File: config.mk
export PLATFORM = sky130hd
export DESIGN_NAME = instr_buffer
export DESIGN_NICKNAME = d
export VERILOG_FILES = /design/src/design/ibuf_pkg.sv /design/src/design/instr_fifo.sv /design/src/design/instr_buffer.sv
export SDC_FILE = /design/constraint.sdc
export NUM_CORES = 1
export LEC_CHECK = 0
export BUFFER_PORTS_ARGS = -buffer_cell sky130_fd_sc_hd__buf_2
export CORE_MARGIN = 2
export CORE_UTILIZATION = 45
export CTS_CLUSTER_SIZE = 10
export DETAILED_ROUTE_END_ITERATION = 8
export SLEW_MARGIN = 20
export SYNTH_ARGS = -nofsm -noshare
export SYNTH_HDL_FRONTEND = slang
export SYNTH_SLANG_ARGS = --single-unit
File: constraint.sdc
create_clock -name clk -period 4.3 [get_ports clk]
set_clock_uncertainty 0.15 [all_clocks]
set_input_delay 0.86 -clock clk [delete_from_list [all_inputs] [get_ports clk]]
set_output_delay 0.86 -clock clk [all_outputs]
set_load 0.1 [all_outputs]
File: src/design/ibuf_pkg.sv
// shared widths and types for the issue front; warp index is 2 bits so at most 4 warps fit
`default_nettype none

package ibuf_pkg;

    localparam int WARP_ID_W   = 2;
    localparam int NUM_THREADS = 4;
    localparam int PERF_CTR_W  = 16;

    typedef logic [WARP_ID_W-1:0]   warp_id_t;
    typedef logic [NUM_THREADS-1:0] tmask_t;
    typedef logic [31:0]            pc_t;
    typedef logic [31:0]            instr_word_t;
    typedef logic [4:0]             reg_id_t;
    typedef logic [6:0]             opcode_t;
    typedef logic [PERF_CTR_W-1:0]  perf_ctr_t;

    // operation class, picks the functional unit behind the issue port
    typedef enum logic [1:0] {
        EX_ALU    = 2'd0,
        EX_LSU    = 2'd1,
        EX_BRANCH = 2'd2,
        EX_SFU    = 2'd3
    } ex_type_t;

    // major opcodes, instruction bits 6 to 0
    localparam opcode_t OPC_LOAD    = 7'b0000011;
    localparam opcode_t OPC_STORE   = 7'b0100011;
    localparam opcode_t OPC_BRANCH  = 7'b1100011;
    localparam opcode_t OPC_JAL     = 7'b1101111;
    localparam opcode_t OPC_JALR    = 7'b1100111;
    localparam opcode_t OPC_CUSTOM0 = 7'b0001011;

    typedef struct packed {
        warp_id_t    wid;
        tmask_t      tmask;
        pc_t         pc;
        instr_word_t instr;
    } fetch_req_t;

    typedef struct packed {
        warp_id_t wid;
        tmask_t   tmask;
        pc_t      pc;
        ex_type_t ex_type;
        logic     wb;
        reg_id_t  rd;
        reg_id_t  rs1;
        reg_id_t  rs2;
    } decoded_instr_t;

endpackage

`default_nettype wire

File: src/design/instr_fifo.sv
// elastic FIFO with registered output, so a write reaches valid_out one cycle later
`timescale 1ns/10ps
`default_nettype none

module instr_fifo #(
    parameter int DEPTH  = 4,
    parameter int DATA_W = 56
) (
    input  logic              clk,
    input  logic              reset,
    input  logic              valid_in,
    input  logic [DATA_W-1:0] data_in,
    output logic              ready_in,
    output logic              valid_out,
    output logic [DATA_W-1:0] data_out,
    input  logic              ready_out
);
    localparam int PTR_W = $clog2(DEPTH);
    localparam int CNT_W = $clog2(DEPTH + 1);

    typedef logic [PTR_W-1:0]  ptr_t;
    typedef logic [CNT_W-1:0]  cnt_t;
    typedef logic [DATA_W-1:0] word_t;

    word_t mem [DEPTH];
    ptr_t  wr_ptr;
    ptr_t  rd_ptr;
    // count covers the storage entries plus the output register
    cnt_t  count;
    cnt_t  mem_count;
    logic  push;
    logic  pop;
    logic  load;

    assign ready_in  = (count < cnt_t'(DEPTH));
    assign push      = valid_in && ready_in;
    assign pop       = valid_out && ready_out;
    assign mem_count = count - cnt_t'(valid_out);
    // refill the output stage whenever it is empty or being drained
    assign load      = (mem_count != cnt_t'(0)) && (!valid_out || ready_out);

    function automatic ptr_t ptr_inc(input ptr_t ptr);
        if (ptr == ptr_t'(DEPTH - 1)) begin
            return ptr_t'(0);
        end
        return ptr + ptr_t'(1);
    endfunction

    always_ff @(posedge clk) begin
        if (reset) begin
            wr_ptr    <= ptr_t'(0);
            rd_ptr    <= ptr_t'(0);
            count     <= cnt_t'(0);
            valid_out <= 1'b0;
        end else begin
            if (push) begin
                wr_ptr <= ptr_inc(wr_ptr);
            end
            if (load) begin
                rd_ptr <= ptr_inc(rd_ptr);
            end
            count <= count + cnt_t'(push) - cnt_t'(pop);
            if (load) begin
                valid_out <= 1'b1;
            end else if (pop) begin
                valid_out <= 1'b0;
            end
        end
    end

    always_ff @(posedge clk) begin
        if (push) begin
            mem[wr_ptr] <= data_in;
        end
        if (load) begin
            data_out <= mem[rd_ptr];
        end
    end

    a_no_overflow: assert property (
        @(posedge clk) disable iff (reset) count <= cnt_t'(DEPTH)
    ) else $error("FIFO count above depth");

    // an entry on the output must still be accounted for in the count
    a_no_underflow: assert property (
        @(posedge clk) disable iff (reset) valid_out |-> (count != cnt_t'(0))
    ) else $error("FIFO presents data with a zero count");

endmodule

`default_nettype wire

File: src/design/instr_buffer.sv
// per-warp instruction buffer; a full warp only blocks decode when decode holds that warp
`timescale 1ns/10ps
`default_nettype none

module instr_buffer #(
    parameter int NUM_WARPS = 4,
    parameter int IBUF_SIZE = 4
) (
    input  logic                     clk,
    input  logic                     reset,
    input  logic                     dec_valid,
    input  ibuf_pkg::decoded_instr_t dec_data,
    output logic                     dec_ready,
    output logic                     buf_valid [NUM_WARPS],
    output ibuf_pkg::decoded_instr_t buf_data  [NUM_WARPS],
    input  logic                     buf_ready [NUM_WARPS],
    output ibuf_pkg::perf_ctr_t      perf_stalls
);
    import ibuf_pkg::*;

    localparam int DATA_W = $bits(decoded_instr_t);

    logic [NUM_WARPS-1:0] fifo_ready;
    logic                 wid_ok;
    logic                 stall;

    assign wid_ok = (int'(dec_data.wid) < NUM_WARPS);
    // ready comes straight from the target warp's FIFO
    assign dec_ready = wid_ok ? fifo_ready[dec_data.wid] : 1'b0;
    assign stall     = dec_valid && !dec_ready;

    for (genvar w = 0; w < NUM_WARPS; w++) begin : g_warp_fifo
        instr_fifo #(
            .DEPTH  (IBUF_SIZE),
            .DATA_W (DATA_W)
        ) u_fifo (
            .clk       (clk),
            .reset     (reset),
            .valid_in  (dec_valid && (dec_data.wid == warp_id_t'(w))),
            .data_in   (dec_data),
            .ready_in  (fifo_ready[w]),
            .valid_out (buf_valid[w]),
            .data_out  (buf_data[w]),
            .ready_out (buf_ready[w])
        );
    end

    // cycles where decode has an instruction that its warp cannot take
    always_ff @(posedge clk) begin
        if (reset) begin
            perf_stalls <= perf_ctr_t'(0);
        end else if (stall) begin
            perf_stalls <= perf_stalls + perf_ctr_t'(1);
        end
    end

    a_wid_in_range: assert property (
        @(posedge clk) disable iff (reset) dec_valid |-> wid_ok
    ) else $error("decoded warp id %0d out of range", dec_data.wid);

endmodule

`default_nettype wire

==> results of run 1 <==
-- layer usage --
| layer | vias up | routed length [µm] | global-route usage [%] |
|---|---|---|---|
| met1 | 9896 | 38500 | 27.2 |
| met3 | 143 | 5860 | 4.45 |
| li1 | 7869 | - | - |
| met4 | 8 | 2030 | 5.76 |
| met5 | - | 52 | 0 |
| met2 | 599 | 45600 | 31.7 |
-- worst min path at each step --
stage / end / slack, ps / cells past startpoint
after detailed placement: perf_stalls[13]$_SDFFE_PP0P_ / 350 / 2
after floorplan: g_warp_fifo[0].u_fifo.wr_ptr[1]$_SDFFE_PP0P_ / 360 / 2
after CTS: g_warp_fifo[3].u_fifo.valid_out$_SDFFE_PP0P_ / 330 / 4
after global routing: g_warp_fifo[2].u_fifo.mem[1][34]$_DFFE_PP_ / 370 / 1
final: perf_stalls[13]$_SDFFE_PP0P_ / 360 / 2
after global placement: perf_stalls[13]$_SDFFE_PP0P_ / 320 / 2
-- cell families (layout without fill, tap and decap cells) --
kind of cell | Yosys count | after routing
flip-flops | 1168 | 1168
multiplexers | 245 | 245
AND/OR/NAND/NOR | 104 | 104
buffers and inverters | 95 | 540
adder cells (fa/ha/maj) | 37 | 37
AO/OA/AOI/OAI | 36 | 36
XOR/XNOR | 13 | 13
-- cell type report --
class | count | area (µm²)
fill | 6949 | 42900
sequential | 1168 | 34600
multi-input combinational | 435 | 6800
clock buffer | 162 | 3560
timing repair buffer | 338 | 2060
tap | 1243 | 1560
clock inverter | 10 | 171
inverter | 30 | 113
-- flip-flops by register name (all words and copies together), names as in the netlist --
name,cells
g_warp_fifo.u_fifo.data_out,224
g_warp_fifo.u_fifo.rd_ptr,8
g_warp_fifo.u_fifo.mem,896
g_warp_fifo.u_fifo.wr_ptr,8
g_warp_fifo.u_fifo.valid_out,4
perf_stalls,16
g_warp_fifo.u_fifo.count,12
-- metrics by stage --
stage | utilization, % | instances | setup slack (ps)
after CTS | 53.2 | 3385 | 1020
after detailed placement | 49.2 | 3213 | 849
final | 53.3 | 3386 | 1020
after global placement | 49.2 | 3213 | 942
after global routing | 53.3 | 3386 | 922
after floorplan | - | 1698 | 933
-- worst min-delay path, stage by stage, from the launching register on --
cell	delay, ps
dfxtp_1	330
o31ai_1	70
a21oi_1	60
-- cell usage in the layout, fill, tap and decap left out, types with 6 or more instances in the layout --
cell type / count
nand2_1: 11
clkbuf_1: 23
nor2_1: 31
edfxtp_1: 1120
or3_1: 6
clkbuf_16: 139
inv_1: 30
xnor2_1: 12
dfxtp_1: 40
buf_4: 8
buf_2: 307
a21oi_1: 13
mux2i_1: 19
dfxtp_4: 8
o21ai_0: 7
ha_1: 33
mux4_2: 224
nor2b_1: 9
and2_4: 16
buf_12: 22
==> impl_metrics.tcl, run 1 <==
set metrics [dict create \
    worstReg2RegEnd "g_warp_fifo[0].u_fifo.rd_ptr[0]$_SDFFE_PP0P_" \
    final-hold-violation-count 0 \
    yosysTopAreaCell "edfxtp_1" \
    setup.worst_path.end_class "primary output" \
    grt_usage_pct 19.7 \
    cts_setup_buffers 0 \
    yosysWarnings 0 \
    io_buffers 307 \
    synthSimpleGateAreaFrac_pct 1.41 \
    clk_path_buf_depth 3 \
    die_area_um2 95100 \
    io-pin-count 308 \
    grt_pass1_vias 19374 \
    hold_ws_ps 361 \
    worstMarginPinSlew_ps 1090 \
    crit_chain "buf_2 > mux2i_1 > mux2_2 > buf_2" \
    grt_start_max_net_pins 59 \
    slew_headroom_pct 27.7 \
    fin_crit_sh_pct 76.2 \
    grt_overflow 0 \
    synth_mux_area_share_pct 12.6 \
    dpl-instance-area_um2 45100 \
    rr_worst_depth 6 \
    clk_latency_ps 730 \
    drive_above_1_share_pct 34.9 \
    crit_path_frequent_cell "buf_2" \
    cp_max_fo 22 \
    drc_errors 0 \
    synth_cell_types 41 \
    synthArstFlopShare_pct 0 \
    critical_path.top_delay_family "buffers and inverters" \
    clk_pin_slew_ps 50 \
    hold_class "reg -> reg" \
    antenna_cells 0 \
    die_y_um 308 \
    worstReg2RegStart "g_warp_fifo[0].u_fifo.valid_out$_SDFFE_PP0P_" \
    crit_required_ps 3290 \
    synthTopCellsByArea "edfxtp_1 81%, mux4_2 12%, dfxtp_1 2.3%" \
    synth_area_um2 41700 \
    rsz0062_at_grt "false" \
    start_util_pct 45.4 \
    gp_congestion 0.747 \
    dr.pass1.iters 7 \
    fin_setup_tns_ps 0 \
    fin_area_um2 48900 \
    ant_nets 0 \
    synth_edf_count 1120 \
    fmax_mhz 305 \
    cts_tree "built" \
    cp_num_buf_inv 2 \
    ys_ff_latch 1168 \
    crit_end "dec_ready" \
    wl_mm 92.0 \
    crit_start "dec_data[54]" \
    period_needed_ps 3280 \
    status "completed" \
    timing.max_cap.violations 0 \
    synth_top_family_by_area "multiplexers" \
    syn_inst 1698 \
    synth_nets 1798 \
    hpwl_mm 55.1 \
    rows 111 \
    cts_resized 0 \
    reg2reg_slack_ps 1850 \
    synthFlopType "edfxtp_1" \
    synthAdderAreaFrac_pct 1.18 \
    cpPeakStageDelay_ps 430 \
    routed_via_density 5.47 \
    layout.nets 2208 \
    synth_xor_area_share_pct 0.273 \
    synth_compound_area_share_pct 0.564 \
    syn_to_final_growth_pct 17.3 \
    root_buffer "clkbuf_16" \
    min_from "perf_stalls[13]$_SDFFE_PP0P_" \
    numCtsBuffers 135 \
    cts_hold_buf 0 \
    syn_avg_cell_area_um2 24.6 \
    arrival_ps 2270 \
    drt_iter0_drc 1632 \
    startpoint_type "input pin" \
    antenna_found_initial 8 \
    yosys.cell_count.top_type "edfxtp_1" \
    cp.depth 4 \
    finalSetupViolCount 0 \
    grt_pass1_wl_mm 133 \
    vias 18515 \
    synth_common_cells "1120 x edfxtp_1, 224 x mux4_2, 48 x dfxtp_1" \
    slew_violations 0 \
    htree_levels 4 \
    worstSetupPathType "in -> out" \
    wl_per_cell_um 27.2 \
    ys_seq_area_share_pct 83.0 \
    cts.sinks 1168 \
    die_width_um 308 \
    netlist.area_leader.share_pct 80.7 \
    worst_path_max_delay_cell "buf_2" \
    core_area_um2 91800 \
]
Power of run 1 is left out: the tool's default activity adds up to more than one toggle a clock period on the data nets, which glitch-free logic cannot reach.
==> inputs of run 2 (changes only) <==
clock period = 2.63 ns   (was 4.3 ns; I/O delays follow)
==> run 2 against run 1 <==
Effect of this change: cell count increased by 2.4%; sequential share of layout area fell by 1.3 points; global-route usage rose by 0.57 points; worst setup slack worse by 910 ps; worst hold slack got worse by 310 ps; flip-flop and latch count stayed put; core utilization rose by 1.0 points; count of clock-buffer cells in the layout increased by 16; non-clock buffer count grew 59; critical path depth fell by 1; die area unchanged; highest routed layer unchanged.
==> impl_metrics.tcl, run 2 (same netlist as run 1, synthesis figures left out) <==
set metrics [dict create \
    grt.met1_usage_pct 28.1 \
    grt_pass1_vias 19865 \
    use_met3_pct 4.14 \
    clk_latency_ps 730 \
    vias 18923 \
    crit_chain "mux2i_1 > mux2_2 > buf_12" \
    status "completed" \
    arrival_ps 1840 \
    die_area_um2 95100 \
    final_common_cell "edfxtp_1" \
    regMostFlops "g_warp_fifo.u_fifo.mem" \
    grt_util_met2_pct 33.0 \
    grt-busiest-layer "met2" \
    setup.worst_path.end_class "primary output" \
    clk_path_buf_depth 3 \
    numCtsBuffers 136 \
    wl_per_cell_um 27.2 \
    wl_mm 94.5 \
    finalSetupViolCount 0 \
    syn_to_final_growth_pct 19.5 \
    hold_class "in -> reg" \
    startpoint_type "register" \
    worstSetupPathType "reg -> out" \
    grt_pass1_wl_mm 137 \
    core_area_um2 91800 \
    antenna_found_initial 7 \
    worst_path_max_delay_cell "dfxtp_1" \
    cp_num_buf_inv 1 \
    cp_max_fo 4 \
    biggestRegsByFlops "g_warp_fifo.u_fifo.mem x896, g_warp_fifo.u_fifo.data_out x224, perf_stalls x16" \
    timing.max_cap.violations 0 \
    root_buffer "clkbuf_16" \
    largest_reg_flops 896 \
    layout.nets 2268 \
    htree_levels 4 \
    rsz0062_at_grt "false" \
    routed_via_density 5.46 \
    dr.pass1.iters 5 \
    fmax_mhz 397 \
    clk_pin_slew_ps 60 \
    hpwl_mm 60.0 \
    rr_worst_depth 4 \
    final_cell_mix "1120 x edfxtp_1, 306 x buf_2, 224 x mux4_2" \
    die_width_um 308 \
    period_needed_ps 2520 \
    rows 111 \
    cts_tree "built" \
    slew_headroom_pct 45.6 \
    die_y_um 308 \
    hold_path_depth 1 \
    drc_errors 0 \
    gp_congestion 0.789 \
    fin_setup_tns_ps 0 \
    critical_path.top_delay_family "multiplexers" \
    crit_required_ps 1950 \
    antenna_cells 0 \
    worstMarginPinSlew_ps 815 \
    cp.depth 3 \
    drt_iter0_drc 1775 \
    cpPeakStageDelay_ps 450 \
    io_buffers 307 \
    ant_nets 0 \
    fin_crit_sh_pct 95.7 \
    final-hold-violation-count 0 \
    grt_start_max_net_pins 59 \
    slew_violations 0 \
    grt_overflow 0 \
    drive_above_1_share_pct 36.0 \
    grt_usage_pct 20.3 \
    io-pin-count 308 \
    start_util_pct 45.4 \
    cts.sinks 1168 \
]
## run 2: changes by cell type in the layout (fill, tap and decap cells not counted), moves of 2 or more
| cell | before | now |
|---|---|---|
| buf_12 | 22 | 51 |
| buf_4 | 8 | 30 |
| clkbuf_1 | 23 | 38 |
| dlygate4sd3_1 | 0 | 10 |
| clkinv_1 | 0 | 5 |
| inv_16 | 1 | 4 |
| bufinv_16 | 2 | 0 |
## run 2: repair_timing
item                                    in CTS  in global routing
hold endpoints to repair                    52                  0
hold buffers                                10                  0
setup buffers                                0                  0
endpoints found under the setup margin       0                  1
gates resized for setup                      0                  1
## run 2: final timing paths
check        slack [ps]                                            to                                         start
max                 110                                     dec_ready     g_warp_fifo[2].u_fifo.count[2]$_SDFF_PP0_
max reg2reg         390  g_warp_fifo[0].u_fifo.data_out[37]$_DFFE_PP_  g_warp_fifo[0].u_fifo.valid_out$_SDFFE_PP0P_
min                  50     g_warp_fifo[0].u_fifo.mem[2][2]$_DFFE_PP_                                   dec_data[2]
min reg2reg         360                   perf_stalls[6]$_SDFFE_PP0P_                   perf_stalls[6]$_SDFFE_PP0P_
## run 2: per-layer routing
metal	vias up	wire length [µm]
met1	10151	39900
met3	128	5350
met4	8	1730
li1	8016	-
met2	620	47400
met5	-	46
## run 2: per-stage QoR
step / area (µm²) / std cells / util, % / worst slack (ps) / hold slack [ps]
5_1_grt: 49800 / 3468 / 54.3 / 26.7 / 20.6
3_3_place_gp: 45900 / 3263 / 50.0 / 218 / 331
4_1_cts: 49800 / 3468 / 54.3 / 14.1 / 2.13
6_report: 49800 / 3468 / 54.3 / 113 / 49.6
2_1_floorplan: 41800 / 1698 / - / 98.5 / 364
3_5_place_dp: 45900 / 3263 / 50.0 / 273 / 351
## run 2: area by class of cell
class	instances	area (µm²)
Tap cell	1243	1560
Clock inverter	17	216
Multi-Input combinational cell	435	6800
Timing Repair Buffer	397	2880
Sequential cell	1168	34600
Fill cell	6910	42000
Clock buffer	178	3650
Inverter	30	113
## run 2: worst register-to-register path, stage by stage (launching register included)
cell and delay [ps]:
dfxtp_1 360, ha_1 210, xnor2_1 170, a32oi_4 730
buf_12 290
Power of run 2 is left out for the same reason.
