===== config.mk =====
export PLATFORM = sky130hd
export DESIGN_NAME = decode_stage
export DESIGN_NICKNAME = d
export VERILOG_FILES = /design/src/design/ibuf_pkg.sv /design/src/design/decode_stage.sv
export SDC_FILE = /design/constraint.sdc
export NUM_CORES = 1
export LEC_CHECK = 0
export BUFFER_PORTS_ARGS = -buffer_cell sky130_fd_sc_hd__buf_2
export CORE_ASPECT_RATIO = 1.2
export CORE_UTILIZATION = 35
export CTS_BUF_LIST = sky130_fd_sc_hd__clkbuf_8
export DETAILED_ROUTE_END_ITERATION = 10
export PLACE_DENSITY = 0.78
export SYNTH_ARGS = -nofsm -noshare
export SYNTH_HDL_FRONTEND = slang
export SYNTH_SLANG_ARGS = --single-unit

===== constraint.sdc =====
create_clock -name clk -period 7.35 [get_ports clk]
set_input_delay 0.735 -clock clk [delete_from_list [all_inputs] [get_ports clk]]
set_output_delay 0.735 -clock clk [all_outputs]
set_load 0.03 [all_outputs]

===== src/design/ibuf_pkg.sv =====
// shared widths and types for the issue front; warp index is 2 bits so at most 4 warps fit
`default_nettype none

package ibuf_pkg;

    localparam int WARP_ID_W   = 2;
    localparam int NUM_THREADS = 4;
    localparam int PERF_CTR_W  = 16;

    typedef logic [WARP_ID_W-1:0]   warp_id_t;
    typedef logic [NUM_THREADS-1:0] tmask_t;
    typedef logic [31:0]            pc_t;
    typedef logic [31:0]            instr_word_t;
    typedef logic [4:0]             reg_id_t;
    typedef logic [6:0]             opcode_t;
    typedef logic [PERF_CTR_W-1:0]  perf_ctr_t;

    // operation class, picks the functional unit behind the issue port
    typedef enum logic [1:0] {
        EX_ALU    = 2'd0,
        EX_LSU    = 2'd1,
        EX_BRANCH = 2'd2,
        EX_SFU    = 2'd3
    } ex_type_t;

    // major opcodes, instruction bits 6 to 0
    localparam opcode_t OPC_LOAD    = 7'b0000011;
    localparam opcode_t OPC_STORE   = 7'b0100011;
    localparam opcode_t OPC_BRANCH  = 7'b1100011;
    localparam opcode_t OPC_JAL     = 7'b1101111;
    localparam opcode_t OPC_JALR    = 7'b1100111;
    localparam opcode_t OPC_CUSTOM0 = 7'b0001011;

    typedef struct packed {
        warp_id_t    wid;
        tmask_t      tmask;
        pc_t         pc;
        instr_word_t instr;
    } fetch_req_t;

    typedef struct packed {
        warp_id_t wid;
        tmask_t   tmask;
        pc_t      pc;
        ex_type_t ex_type;
        logic     wb;
        reg_id_t  rd;
        reg_id_t  rs1;
        reg_id_t  rs2;
    } decoded_instr_t;

endpackage

`default_nettype wire


===== src/design/decode_stage.sv =====
// four-phase fetch receiver; fetch_data must hold steady while fetch_req is high
`timescale 1ns/10ps
`default_nettype none

module decode_stage (
    input  logic                       clk,
    input  logic                       reset,
    input  logic                       fetch_req,
    input  ibuf_pkg::fetch_req_t       fetch_data,
    output logic                       fetch_ack,
    output logic                       dec_valid,
    output ibuf_pkg::decoded_instr_t   dec_data,
    input  logic                       dec_ready
);
    import ibuf_pkg::*;

    // WAIT_DROP means a request is pending but the output register has not drained yet
    typedef enum logic [1:0] {
        IDLE,
        ACKED,
        WAIT_DROP
    } fetch_state_t;

    fetch_state_t   state;
    fetch_state_t   state_next;
    decoded_instr_t decoded;
    opcode_t        opcode;
    logic           can_capture;
    logic           capture;

    // the output register is free when empty or when it hands over at this edge
    assign can_capture = !dec_valid || dec_ready;
    assign capture     = fetch_req && can_capture && (state != ACKED);
    assign fetch_ack   = (state == ACKED);

    always_comb begin
        state_next = state;
        case (state)
            IDLE: begin
                if (fetch_req) begin
                    state_next = can_capture ? ACKED : WAIT_DROP;
                end
            end
            WAIT_DROP: begin
                if (!fetch_req) begin
                    state_next = IDLE;
                end else if (can_capture) begin
                    state_next = ACKED;
                end
            end
            ACKED: begin
                // ack drops on the first edge that sees the request gone
                if (!fetch_req) begin
                    state_next = IDLE;
                end
            end
            default: state_next = IDLE;
        endcase
    end

    // field decode of the raw word
    always_comb begin
        opcode        = fetch_data.instr[6:0];
        decoded.wid   = fetch_data.wid;
        decoded.tmask = fetch_data.tmask;
        decoded.pc    = fetch_data.pc;
        decoded.rd    = fetch_data.instr[11:7];
        decoded.rs1   = fetch_data.instr[19:15];
        decoded.rs2   = fetch_data.instr[24:20];
        case (opcode)
            OPC_LOAD, OPC_STORE:             decoded.ex_type = EX_LSU;
            OPC_BRANCH, OPC_JAL, OPC_JALR:   decoded.ex_type = EX_BRANCH;
            OPC_CUSTOM0:                     decoded.ex_type = EX_SFU;
            default:                         decoded.ex_type = EX_ALU;
        endcase
        // stores and conditional branches never write, and neither does x0
        decoded.wb = (opcode != OPC_STORE) && (opcode != OPC_BRANCH)
                     && (decoded.rd != reg_id_t'(0));
    end

    always_ff @(posedge clk) begin
        if (reset) begin
            state     <= IDLE;
            dec_valid <= 1'b0;
        end else begin
            state <= state_next;
            if (capture) begin
                dec_valid <= 1'b1;
            end else if (dec_ready) begin
                dec_valid <= 1'b0;
            end
        end
    end

    always_ff @(posedge clk) begin
        if (capture) begin
            dec_data <= decoded;
        end
    end

    // the fetch unit keeps its payload steady until it sees the ack
    a_fetch_stable: assert property (
        @(posedge clk) disable iff (reset)
        (fetch_req && !fetch_ack) ##1 fetch_req |-> $stable(fetch_data)
    ) else $error("fetch_data changed while fetch_req was pending");

endmodule

`default_nettype wire


==> flow_summary_export.csv, run 1 <==
group,metric,value,unit
yosys,synth.area.top_cells,"edfxtp_1 91%, dfxtp_1 3.2%, nand2b_1 1.0%, or4_1 0.81%, nor2b_1 0.67%",
yosys,ys_ff_latch,59,
sta,tightestPinTransition,0.681,ns
placement,dp.cells,260,
critical_path,worst_setup_path_start_kind,"primary input",
route,ant_nets,0,
yosys,synth_enable_flop_cells,56,
yosys,yosysMostFrequentCell,"edfxtp_1",
route,routed_via_density,4.43,
route,drt_iter0_markers,97,
sta,period_needed,2.09,ns
yosys,ys_dominant_reg_cell,"edfxtp_1",
sta,worst_slack,5.26,ns
finish,design_area,2730,sq um
critical_path,slowest_stage,"nor2b_4",
clocking,cts_resized,0,
sta,max_slew_margin,0.545,
route,drt_pre_antenna_iters,4,
clocking,tritoncts,"done",
placement,gp_congestion,0.677,
clocking,cts_root_buffer,"clkbuf_8",
finish,stdcell_count,276,
critical_path,crit_buf_inv,2,
yosys,yosysSeqAreaShare,0.939,
clocking,max-clock-path-buffers,2,
power,power,0.742,mW
yosys,synth_area,1860,sq um
grt,grt_overflow,0,
grt,grt_max_degree,32,
floorplanning,coreArea,5010,sq um
yosys,yosysUniqueCellTypes,14,
power,comb_power_share,0.118,
finish,area_growth,47.3,%
sta,hold_violations,0,
critical_path,cp-end-kind,"register",
sta,period_share,0.285,
grt,grt_use_total,0.142,
power,internal-power,0.565,mW
grt,antenna_found_initial,0,
power,p_leak,1.19,nW
yosys,synth_largest_area_cell,"edfxtp_1",
yosys,synth_nets,152,
finish,drive_gt1_frac,0.630,
yosys,syn_inst,78,
finish,diodes,0,
sta,fmax,478,MHz
sta,rsz0062_at_grt,"false",
power,p_per_area,272,nW/um^2
clocking,clock_latency,0.33,ns
route,routed_wl,3760,microns
clocking,post_cts_buffers,0,
critical_path,arrival,2.08,ns
sta,slew_violations,0,
yosys,async_flop_share,0,
sta,setup_viol,0,
power,p_sw,0.178,mW
route,num_vias,1224,
route,post-route-drc-count,0,
hold_path,hold_path_class,"reg2reg",
floorplanning,pin_count,132,
floorplanning,die_h,81.8,microns
yosys,syn_area_per_cell,23.8,sq um
floorplanning,die_area,5600,sq um
clocking,clkSinkCount,59,
power,power_frac_clock,0.347,
placement,dpl_worst_slack,4.87,ns
route,routedWlPerCell,13.6,microns
grt,grt_pass1_wl,5240,microns
status,status,"finished clean",
power,switching_share,0.239,
sta,clock_skew,0.00368,ns
clocking,hold_buffers,0,
placement,place_area,2550,sq um
placement,numPortBuffers,121,
yosys,ys_top_cells_by_count,"56 x edfxtp_1, 3 x dfxtp_1, 3 x nand2b_1, 3 x nor2_1",
floorplanning,rows,28,
finish,post-route-util,0.545,
yosys,yosysWarnings,0,
sta,fin_tns_setup,0,ns
clocking,cts.clk_slew.worst_paths,0.06,ns
critical_path,cp_slowest_stage_delay,0.61,ns
critical_path,cp_cell_sequence,"buf_2, nand2b_1, nor2b_4, buf_4",
critical_path,crit_family,"simple AND/OR/NAND/NOR gates",
finish,final_nets,285,
critical_path,path_class,"in2reg",
power,irDropWorstVdd,0.126,mV
grt,grt_pass1_vias,1188,
sta,hold_slack,0.456,ns
yosys,yosysTopAreaCellShare,0.906,
clocking,cts_buffers,9,
critical_path,worstPathMaxFanout,31,
run,drv_cap,0,
power,share_seq_of_total_power,0.535,
floorplanning,dieWidth,68.5,microns
clocking,htreeDepth,3,
critical_path,critical_path_required,7.34,ns
floorplanning,initial_utilization,0.370,
[cell usage in the layout (no fill, tap or decap)]
cell       synthesis  final
nor2b_1            2      1
edfxtp_1          56     56
a31oi_1            1      1
clkinv_1           0      1
buf_2              0    121
dfxtp_1            3      3
a2111oi_0          1      1
or4_1              2      2
inv_1              1      3
clkinv_2           0      1
buf_4              0      1
nand2b_1           3      3
clkbuf_8           0     12
nor3_1             1      1
nor2b_4            0      1
o211ai_1           1      1
a21oi_1            2      2
nor2_1             3      3
nand3b_1           1      1
a211oi_1           1      1
[cell families (layout without fill, tap and decap cells)]
family,count (synthesis),in the layout,synth area share
AO/OA/AOI/OAI,6,6,0.0216
AND/OR/NAND/NOR,12,12,0.0378
buffers and inverters,1,139,0.00202
flip-flops,59,59,0.939
[state kept, by name, indices dropped and copies added, names as in the netlist]
signal	flops
dec_data	56
state	2
dec_valid	1
[layer usage]
| metal | vias to the layer above | part of all wire | GRT usage | wire length, microns |
|---|---|---|---|---|
| met5 | - | 0 | 0 | 0 |
| met4 | 0 | 0.010 | 0.106 | 38 |
| met3 | 4 | 0.098 | 0.0528 | 367 |
| met2 | 78 | 0.52 | 0.228 | 1940 |
| met1 | 561 | 0.38 | 0.149 | 1410 |
| li1 | 581 | - | - | - |
[final cells by class]
type,count,area (sq um)
flip-flops and latches,59,1740
multi-input cells,18,118
clock buffers,12,165
fillers,450,2280
inverters,1,3.75
well taps,60,75.1
repair buffers,122,613
clock inverters,4,16.3
[power by group through the flow]
stage	Combinational [mW]	Sequential, mW	Clock, mW
after floorplan	0.0101	0.445	0
after global placement	0.0869	0.403	0
after detailed placement	0.0887	0.404	0
after CTS	0.0888	0.397	0.267
after global routing	0.0932	0.399	0.281
final	0.0874	0.397	0.258
[final timing paths]
check	slack, ns	from	cells past startpoint	end
setup reg to reg	5.29	state[0]$_SDFFE_PP0P_	4	dec_data[35]$_DFFE_PP_
hold reg to reg	0.46	state[1]$_SDFFE_PP0P_	1	state[0]$_SDFFE_PP0P_
setup / recovery	5.26	dec_ready	4	dec_data[35]$_DFFE_PP_
hold / removal	0.46	state[1]$_SDFFE_PP0P_	1	state[0]$_SDFFE_PP0P_
(Power assumes the default switching activity.)
==> run 2, diff against run 1 <==
ABC_AREA = 1   (was unset)
clock period = 2.2 ns   (was 7.35 ns; I/O delays follow)
==> flow_summary_export.csv, run 2 <==
group,metric,value,unit
status,status,"finished clean",
finish,largest_reg_flops,56,
clocking,tritoncts,"done",
finish,top_register,"dec_data",
hold_path,hold_start,"fetch_data[65]",
finish,final_nets,304,
placement,numPortBuffers,121,
critical_path,path_class,"reg2reg",
critical_path,worstPathMaxFanout,32,
clocking,hold_buffers,0,
finish,area_growth,47.7,%
yosys,ys_ff_latch,59,
finish,final_common_cell,"buf_2",
yosys,synth_enable_flop_cells,56,
yosys,async_flop_share,0,
critical_path,cp_cell_sequence,"inv_1, nand2_1, nand2_1, a21oi_4, buf_4",
yosys,yosysTopAreaCellShare,0.887,
clocking,cts_buffers,9,
grt,grt_util_met3,0.0983,
sta,period_share,0.631,
finish,drive_gt1_frac,0.600,
floorplanning,die_area,5720,sq um
critical_path,cp.depth,5,
clocking,cts_root_buffer,"clkbuf_8",
clocking,post_cts_buffers,0,
yosys,synth_largest_area_cell,"edfxtp_1",
yosys,yosysWarnings,0,
critical_path,crit_buf_inv,2,
yosys,yosysSeqAreaShare,0.918,
yosys,ys_top_cells_by_count,"56 x edfxtp_1, 11 x nand2_1, 10 x inv_1, 6 x nor2_1",
grt,grt_max_degree,33,
yosys,yosysUniqueCellTypes,10,
critical_path,worst_setup_path_start_kind,"register",
route,routed_wl,3780,microns
grt,grt_pass1_wl,5490,microns
sta,setup_viol,0,
yosys,syn_inst,96,
grt,grt_overflow,0,
power,irDropWorstVdd,0.630,mV
placement,place_area,2610,sq um
yosys,synth.area.top_cells,"edfxtp_1 89%, dfxtp_1 3.2%, nand2_1 2.2%, inv_1 2.0%, nor2_1 1.2%",
critical_path,startpoint,"state[1]$_SDFFE_PP0P_",
placement,hpwl,2840,microns
clocking,htreeDepth,3,
critical_path,regToRegStartpoint,"state[1]$_SDFFE_PP0P_",
floorplanning,coreArea,5260,sq um
critical_path,crit_family,"buffers and inverters",
critical_path,crit_top_cell,"nand2_1",
yosys,synth_area,1900,sq um
clocking,max-clock-path-buffers,2,
grt,met1_usage,0.135,
critical_path,r2r_end,"dec_data[46]$_DFFE_PP_",
sta,max_slew_margin,0.738,
route,num_vias,1273,
critical_path,worst_r2r_path_depth,5,
sta,fmax,721,MHz
sta,slew_violations,0,
grt,grt_use_total,0.135,
grt,busiest_layer,"met2",
sta,tightestPinTransition,0.392,ns
clocking,cts.clk_slew.worst_paths,0.07,ns
critical_path,cp_slowest_stage_delay,0.38,ns
clocking,cts_resized,0,
critical_path,arrival,1.37,ns
grt,use_met2,0.210,
floorplanning,dieWidth,69.2,microns
yosys,synth_nets,170,
grt,antenna_found_initial,2,
yosys,ys_dominant_reg_cell,"edfxtp_1",
run,drv_cap,0,
floorplanning,rows,29,
sta,clock_skew,0.00673,ns
critical_path,critical_path_required,2.19,ns
route,drt_pre_antenna_iters,6,
yosys,syn_area_per_cell,19.8,sq um
finish,reg_top3,"dec_data (56), state (2), dec_valid (1)",
route,routedWlPerCell,12.7,microns
route,post-route-drc-count,0,
floorplanning,pin_count,132,
finish,final_cell_mix,"121 x buf_2, 56 x edfxtp_1, 11 x nand2_1",
sta,worst_slack,0.813,ns
placement,dpl_worst_slack,0.803,ns
sta,fin_tns_setup,0,ns
floorplanning,initial_utilization,0.361,
power,p_leak,1.25,nW
clocking,clock_latency,0.33,ns
critical_path,slowest_stage,"buf_4",
critical_path,cp-endpoint,"dec_data[46]$_DFFE_PP_",
sta,hold_slack,0.0599,ns
clocking,clkSinkCount,59,
placement,gp_congestion,0.674,
power,p_per_area,918,nW/um^2
route,drt_iter0_markers,63,
yosys,yosysMostFrequentCell,"edfxtp_1",
grt,grt_pass1_vias,1234,
hold_path,hold_path_class,"in2reg",
route,ant_nets,0,
sta,rsz0062_at_grt,"false",
floorplanning,die_h,82.6,microns
sta,hold_violations,0,
sta,period_needed,1.39,ns
critical_path,cp-end-kind,"register",
finish,design_area,2800,sq um
route,routed_via_density,4.27,
critical_path,r2r_slack,0.81,ns
[run 2: cell count changes after synthesis, sizes merged, moves of 2 or more]
| cell | delta |
|---|---|
| nand3 | +3 |
| nand2b | -3 |
| inv | +9 |
| nand2 | +11 |
| nor2b | -2 |
| or4 | -2 |
| nor2 | +4 |
[run 2: how the worst min path moves through the flow]
stage	cells past startpoint	end	slack [ns]
floorplan	1	dec_valid$_SDFFE_PP0P_	0.29
global placement	2	dec_valid$_SDFFE_PP0P_	0.39
detailed placement	1	dec_data[47]$_DFFE_PP_	0.40
CTS	1	dec_data[51]$_DFFE_PP_	0.04
global route	1	dec_data[8]$_DFFE_PP_	0.03
finish	1	dec_data[51]$_DFFE_PP_	0.06
[run 2: power breakdown]
part	switching [mW]	internal [mW]
clock network	0.412	0.517
registers	0.0166	1.32
logic	0.218	0.0936
total	0.647	1.93
[run 2: layout make-up]
type	instances	area [sq um]
clock buffer	9	124
clock inverter	7	68.8
inverter	10	37.5
sequential	59	1740
multi-input combinational	27	129
timing repair buffer	123	621
tap	62	77.6
antenna	1	2.50
fill	445	2460
[run 2: through the flow]
step	instances	util	power (mW)
CTS	297	0.532	2.62
global route	297	0.532	2.69
finish	298	0.532	2.57
global placement	281	0.495	1.66
floorplan	96	-	1.54
detailed placement	281	0.495	1.67
[run 2: cell families (layout without fill, tap and decap cells)]
kind of cell | Yosys count | after routing | share of synthesized area
AND/OR/NAND/NOR | 24 | 24 | 0.0541
AO/OA/AOI/OAI | 3 | 3 | 0.00791
flip-flops | 59 | 59 | 0.918
buffers and inverters | 10 | 149 | 0.0198
other | 0 | 1 | 0
[run 2: worst reg2reg max path, cell delays in order (launching register included)]
cell	delay (ns)
dfxtp_1	0.30
inv_1	0.03
nand2_1	0.09
nand2_1	0.11
a21oi_4	0.13
buf_4	0.38
[run 2: routing by layer]
metal | routed length, microns | vias to the layer above
met2 | 1850 | 77
met3 | 470 | 10
met1 | 1380 | 564
met5 | 10 | -
li1 | - | 620
met4 | 67 | 2
==> run 3, diff against run 2 <==
clock period = 1.3 ns   (was 2.2 ns; I/O delays follow)
==> flow_summary_export.csv, run 3 (synthesis results as in run 2) <==
group,metric,value,unit
sta,fmax,819,MHz
route,drt_pre_antenna_iters,4,
sta,max_slew_margin,0.876,
grt,grt_overflow,0,
placement,dp.cells,281,
sta,clock_skew,0.00856,ns
hold_path,min_to,"state[0]$_SDFFE_PP0P_",
hold_path,hold-path-cell-count,3,
power,power,4.40,mW
clocking,tritoncts,"done",
placement,hpwl,2660,microns
hold_path,hold_path_class,"in2reg",
floorplanning,dieWidth,69.2,microns
power,irDropWorstVdd,0.911,mV
critical_path,cp-end-kind,"register",
grt,grt_max_degree,33,
finish,drive_gt1_frac,0.502,
status,status,"finished clean",
sta,worst_slack,0.0785,ns
grt,grt_use_total,0.159,
clocking,max-clock-path-buffers,2,
clocking,post_cts_buffers,0,
critical_path,worstPathMaxFanout,32,
placement,place_area,2640,sq um
route,routedWlPerCell,12.8,microns
hold_path,hold_start,"fetch_req",
clocking,htreeDepth,3,
critical_path,worst_setup_path_start_kind,"register",
floorplanning,initial_utilization,0.361,
route,routed_via_density,4.25,
sta,tightestPinTransition,0.186,ns
floorplanning,coreArea,5260,sq um
floorplanning,rows,29,
sta,hold_slack,0.0720,ns
route,routed_wl,4510,microns
clocking,cts_buffers,9,
finish,final_nets,358,
grt,grt_pass1_wl,6440,microns
grt,antenna_found_initial,0,
sta,period_share,0.940,
placement,numPortBuffers,121,
floorplanning,die_area,5720,sq um
placement,dpl_worst_slack,0.0843,ns
finish,stdcell_count,351,
finish,reg_top3,"dec_data (56), state (2), dec_valid (1)",
critical_path,path_class,"reg2reg",
clocking,cts.clk_slew.worst_paths,0.06,ns
finish,top_register,"dec_data",
floorplanning,pin_count,132,
critical_path,critical_path_required,1.31,ns
sta,hold_violations,0,
floorplanning,die_h,82.6,microns
grt,grt_pass1_vias,1435,
run,drv_cap,0,
critical_path,r2r_slack,0.08,ns
route,ant_nets,0,
finish,largest_reg_flops,56,
route,drt_iter0_markers,57,
finish,final_cell_mix,"121 x buf_2, 56 x edfxtp_1, 54 x dlygate4sd3_1",
finish,design_area,3360,sq um
placement,gp_congestion,0.657,
sta,slew_violations,0,
critical_path,arrival,1.23,ns
route,post-route-drc-count,0,
critical_path,r2r_end,"dec_data[46]$_DFFE_PP_",
route,num_vias,1492,
clocking,cts_root_buffer,"clkbuf_8",
power,p_leak,1.50,nW
sta,rsz0062_at_grt,"false",
sta,period_needed,1.22,ns
finish,diodes,0,
finish,post-route-util,0.639,
sta,setup_viol,0,
power,p_per_area,1310,nW/um^2
critical_path,startpoint,"state[1]$_SDFFE_PP0P_",
finish,final_common_cell,"buf_2",
clocking,clock_latency,0.32,ns
sta,fin_tns_setup,0,ns
finish,area_growth,77.3,%
critical_path,worst_r2r_path_depth,5,
clocking,clkSinkCount,59,
critical_path,regToRegStartpoint,"state[1]$_SDFFE_PP0P_",
run 3: cell count changes in the layout (fill, tap and decap cells not counted), moves of 3 or more:
cell,previous run,this run
clkbuf_8,9,12
dfxtp_1,3,0
dfxtp_2,0,3
dlygate4sd3_1,0,54
run 3: final cells by class:
| class | count | area (sq um) |
|---|---|---|
| Fill cell | 380 | 1900 |
| Timing Repair Buffer | 177 | 1190 |
| Sequential cell | 59 | 1750 |
| Multi-Input combinational cell | 27 | 134 |
| Tap cell | 62 | 77.6 |
| Clock buffer | 12 | 165 |
| Inverter | 10 | 37.5 |
| Clock inverter | 4 | 17.5 |
run 3: how the worst max path moves through the flow:
stage,endpoint,slack [ns],cells past startpoint
6_report,dec_data[46]$_DFFE_PP_,0.08,5
5_1_grt,dec_data[47]$_DFFE_PP_,0.008,5
3_5_place_dp,dec_data[31]$_DFFE_PP_,0.08,5
2_1_floorplan,dec_data[0]$_DFFE_PP_,-0.51,4
3_3_place_gp,dec_data[29]$_DFFE_PP_,0.11,5
4_1_cts,dec_data[46]$_DFFE_PP_,0.07,5
run 3: report_power, final:
part           leakage (nW)  switching [mW]  internal (mW)
registers             0.559          0.0320           2.23
clock network         0.105           0.637          0.827
logic                 0.832           0.400          0.279
run 3: worst max-delay path, stage by stage, from the launching register on:
cell and delay [ns]:
dfxtp_2 0.32, inv_2 0.03, nand2_2 0.07, nand2_2 0.07, a21oi_4 0.18, buf_12 0.23
run 3: routing by layer:
layer / track usage / routed length [microns] / vias to the layer above / share of wire
met2: 0.274 / 2460 / 80 / 0.55
li1: - / - / 723 / -
met5: 0 / 0 / - / 0
met3: 0.0716 / 306 / 8 / 0.068
met4: 0.0939 / 69 / 0 / 0.015
met1: 0.161 / 1670 / 681 / 0.37
run 3: timing repair:
| action | in CTS | in global routing |
|---|---|---|
| endpoints found under the setup margin | 0 | 32 |
| hold buffers | 54 | 0 |
| gates resized for setup | 0 | 2 |
| endpoints found under the hold margin | 54 | 0 |
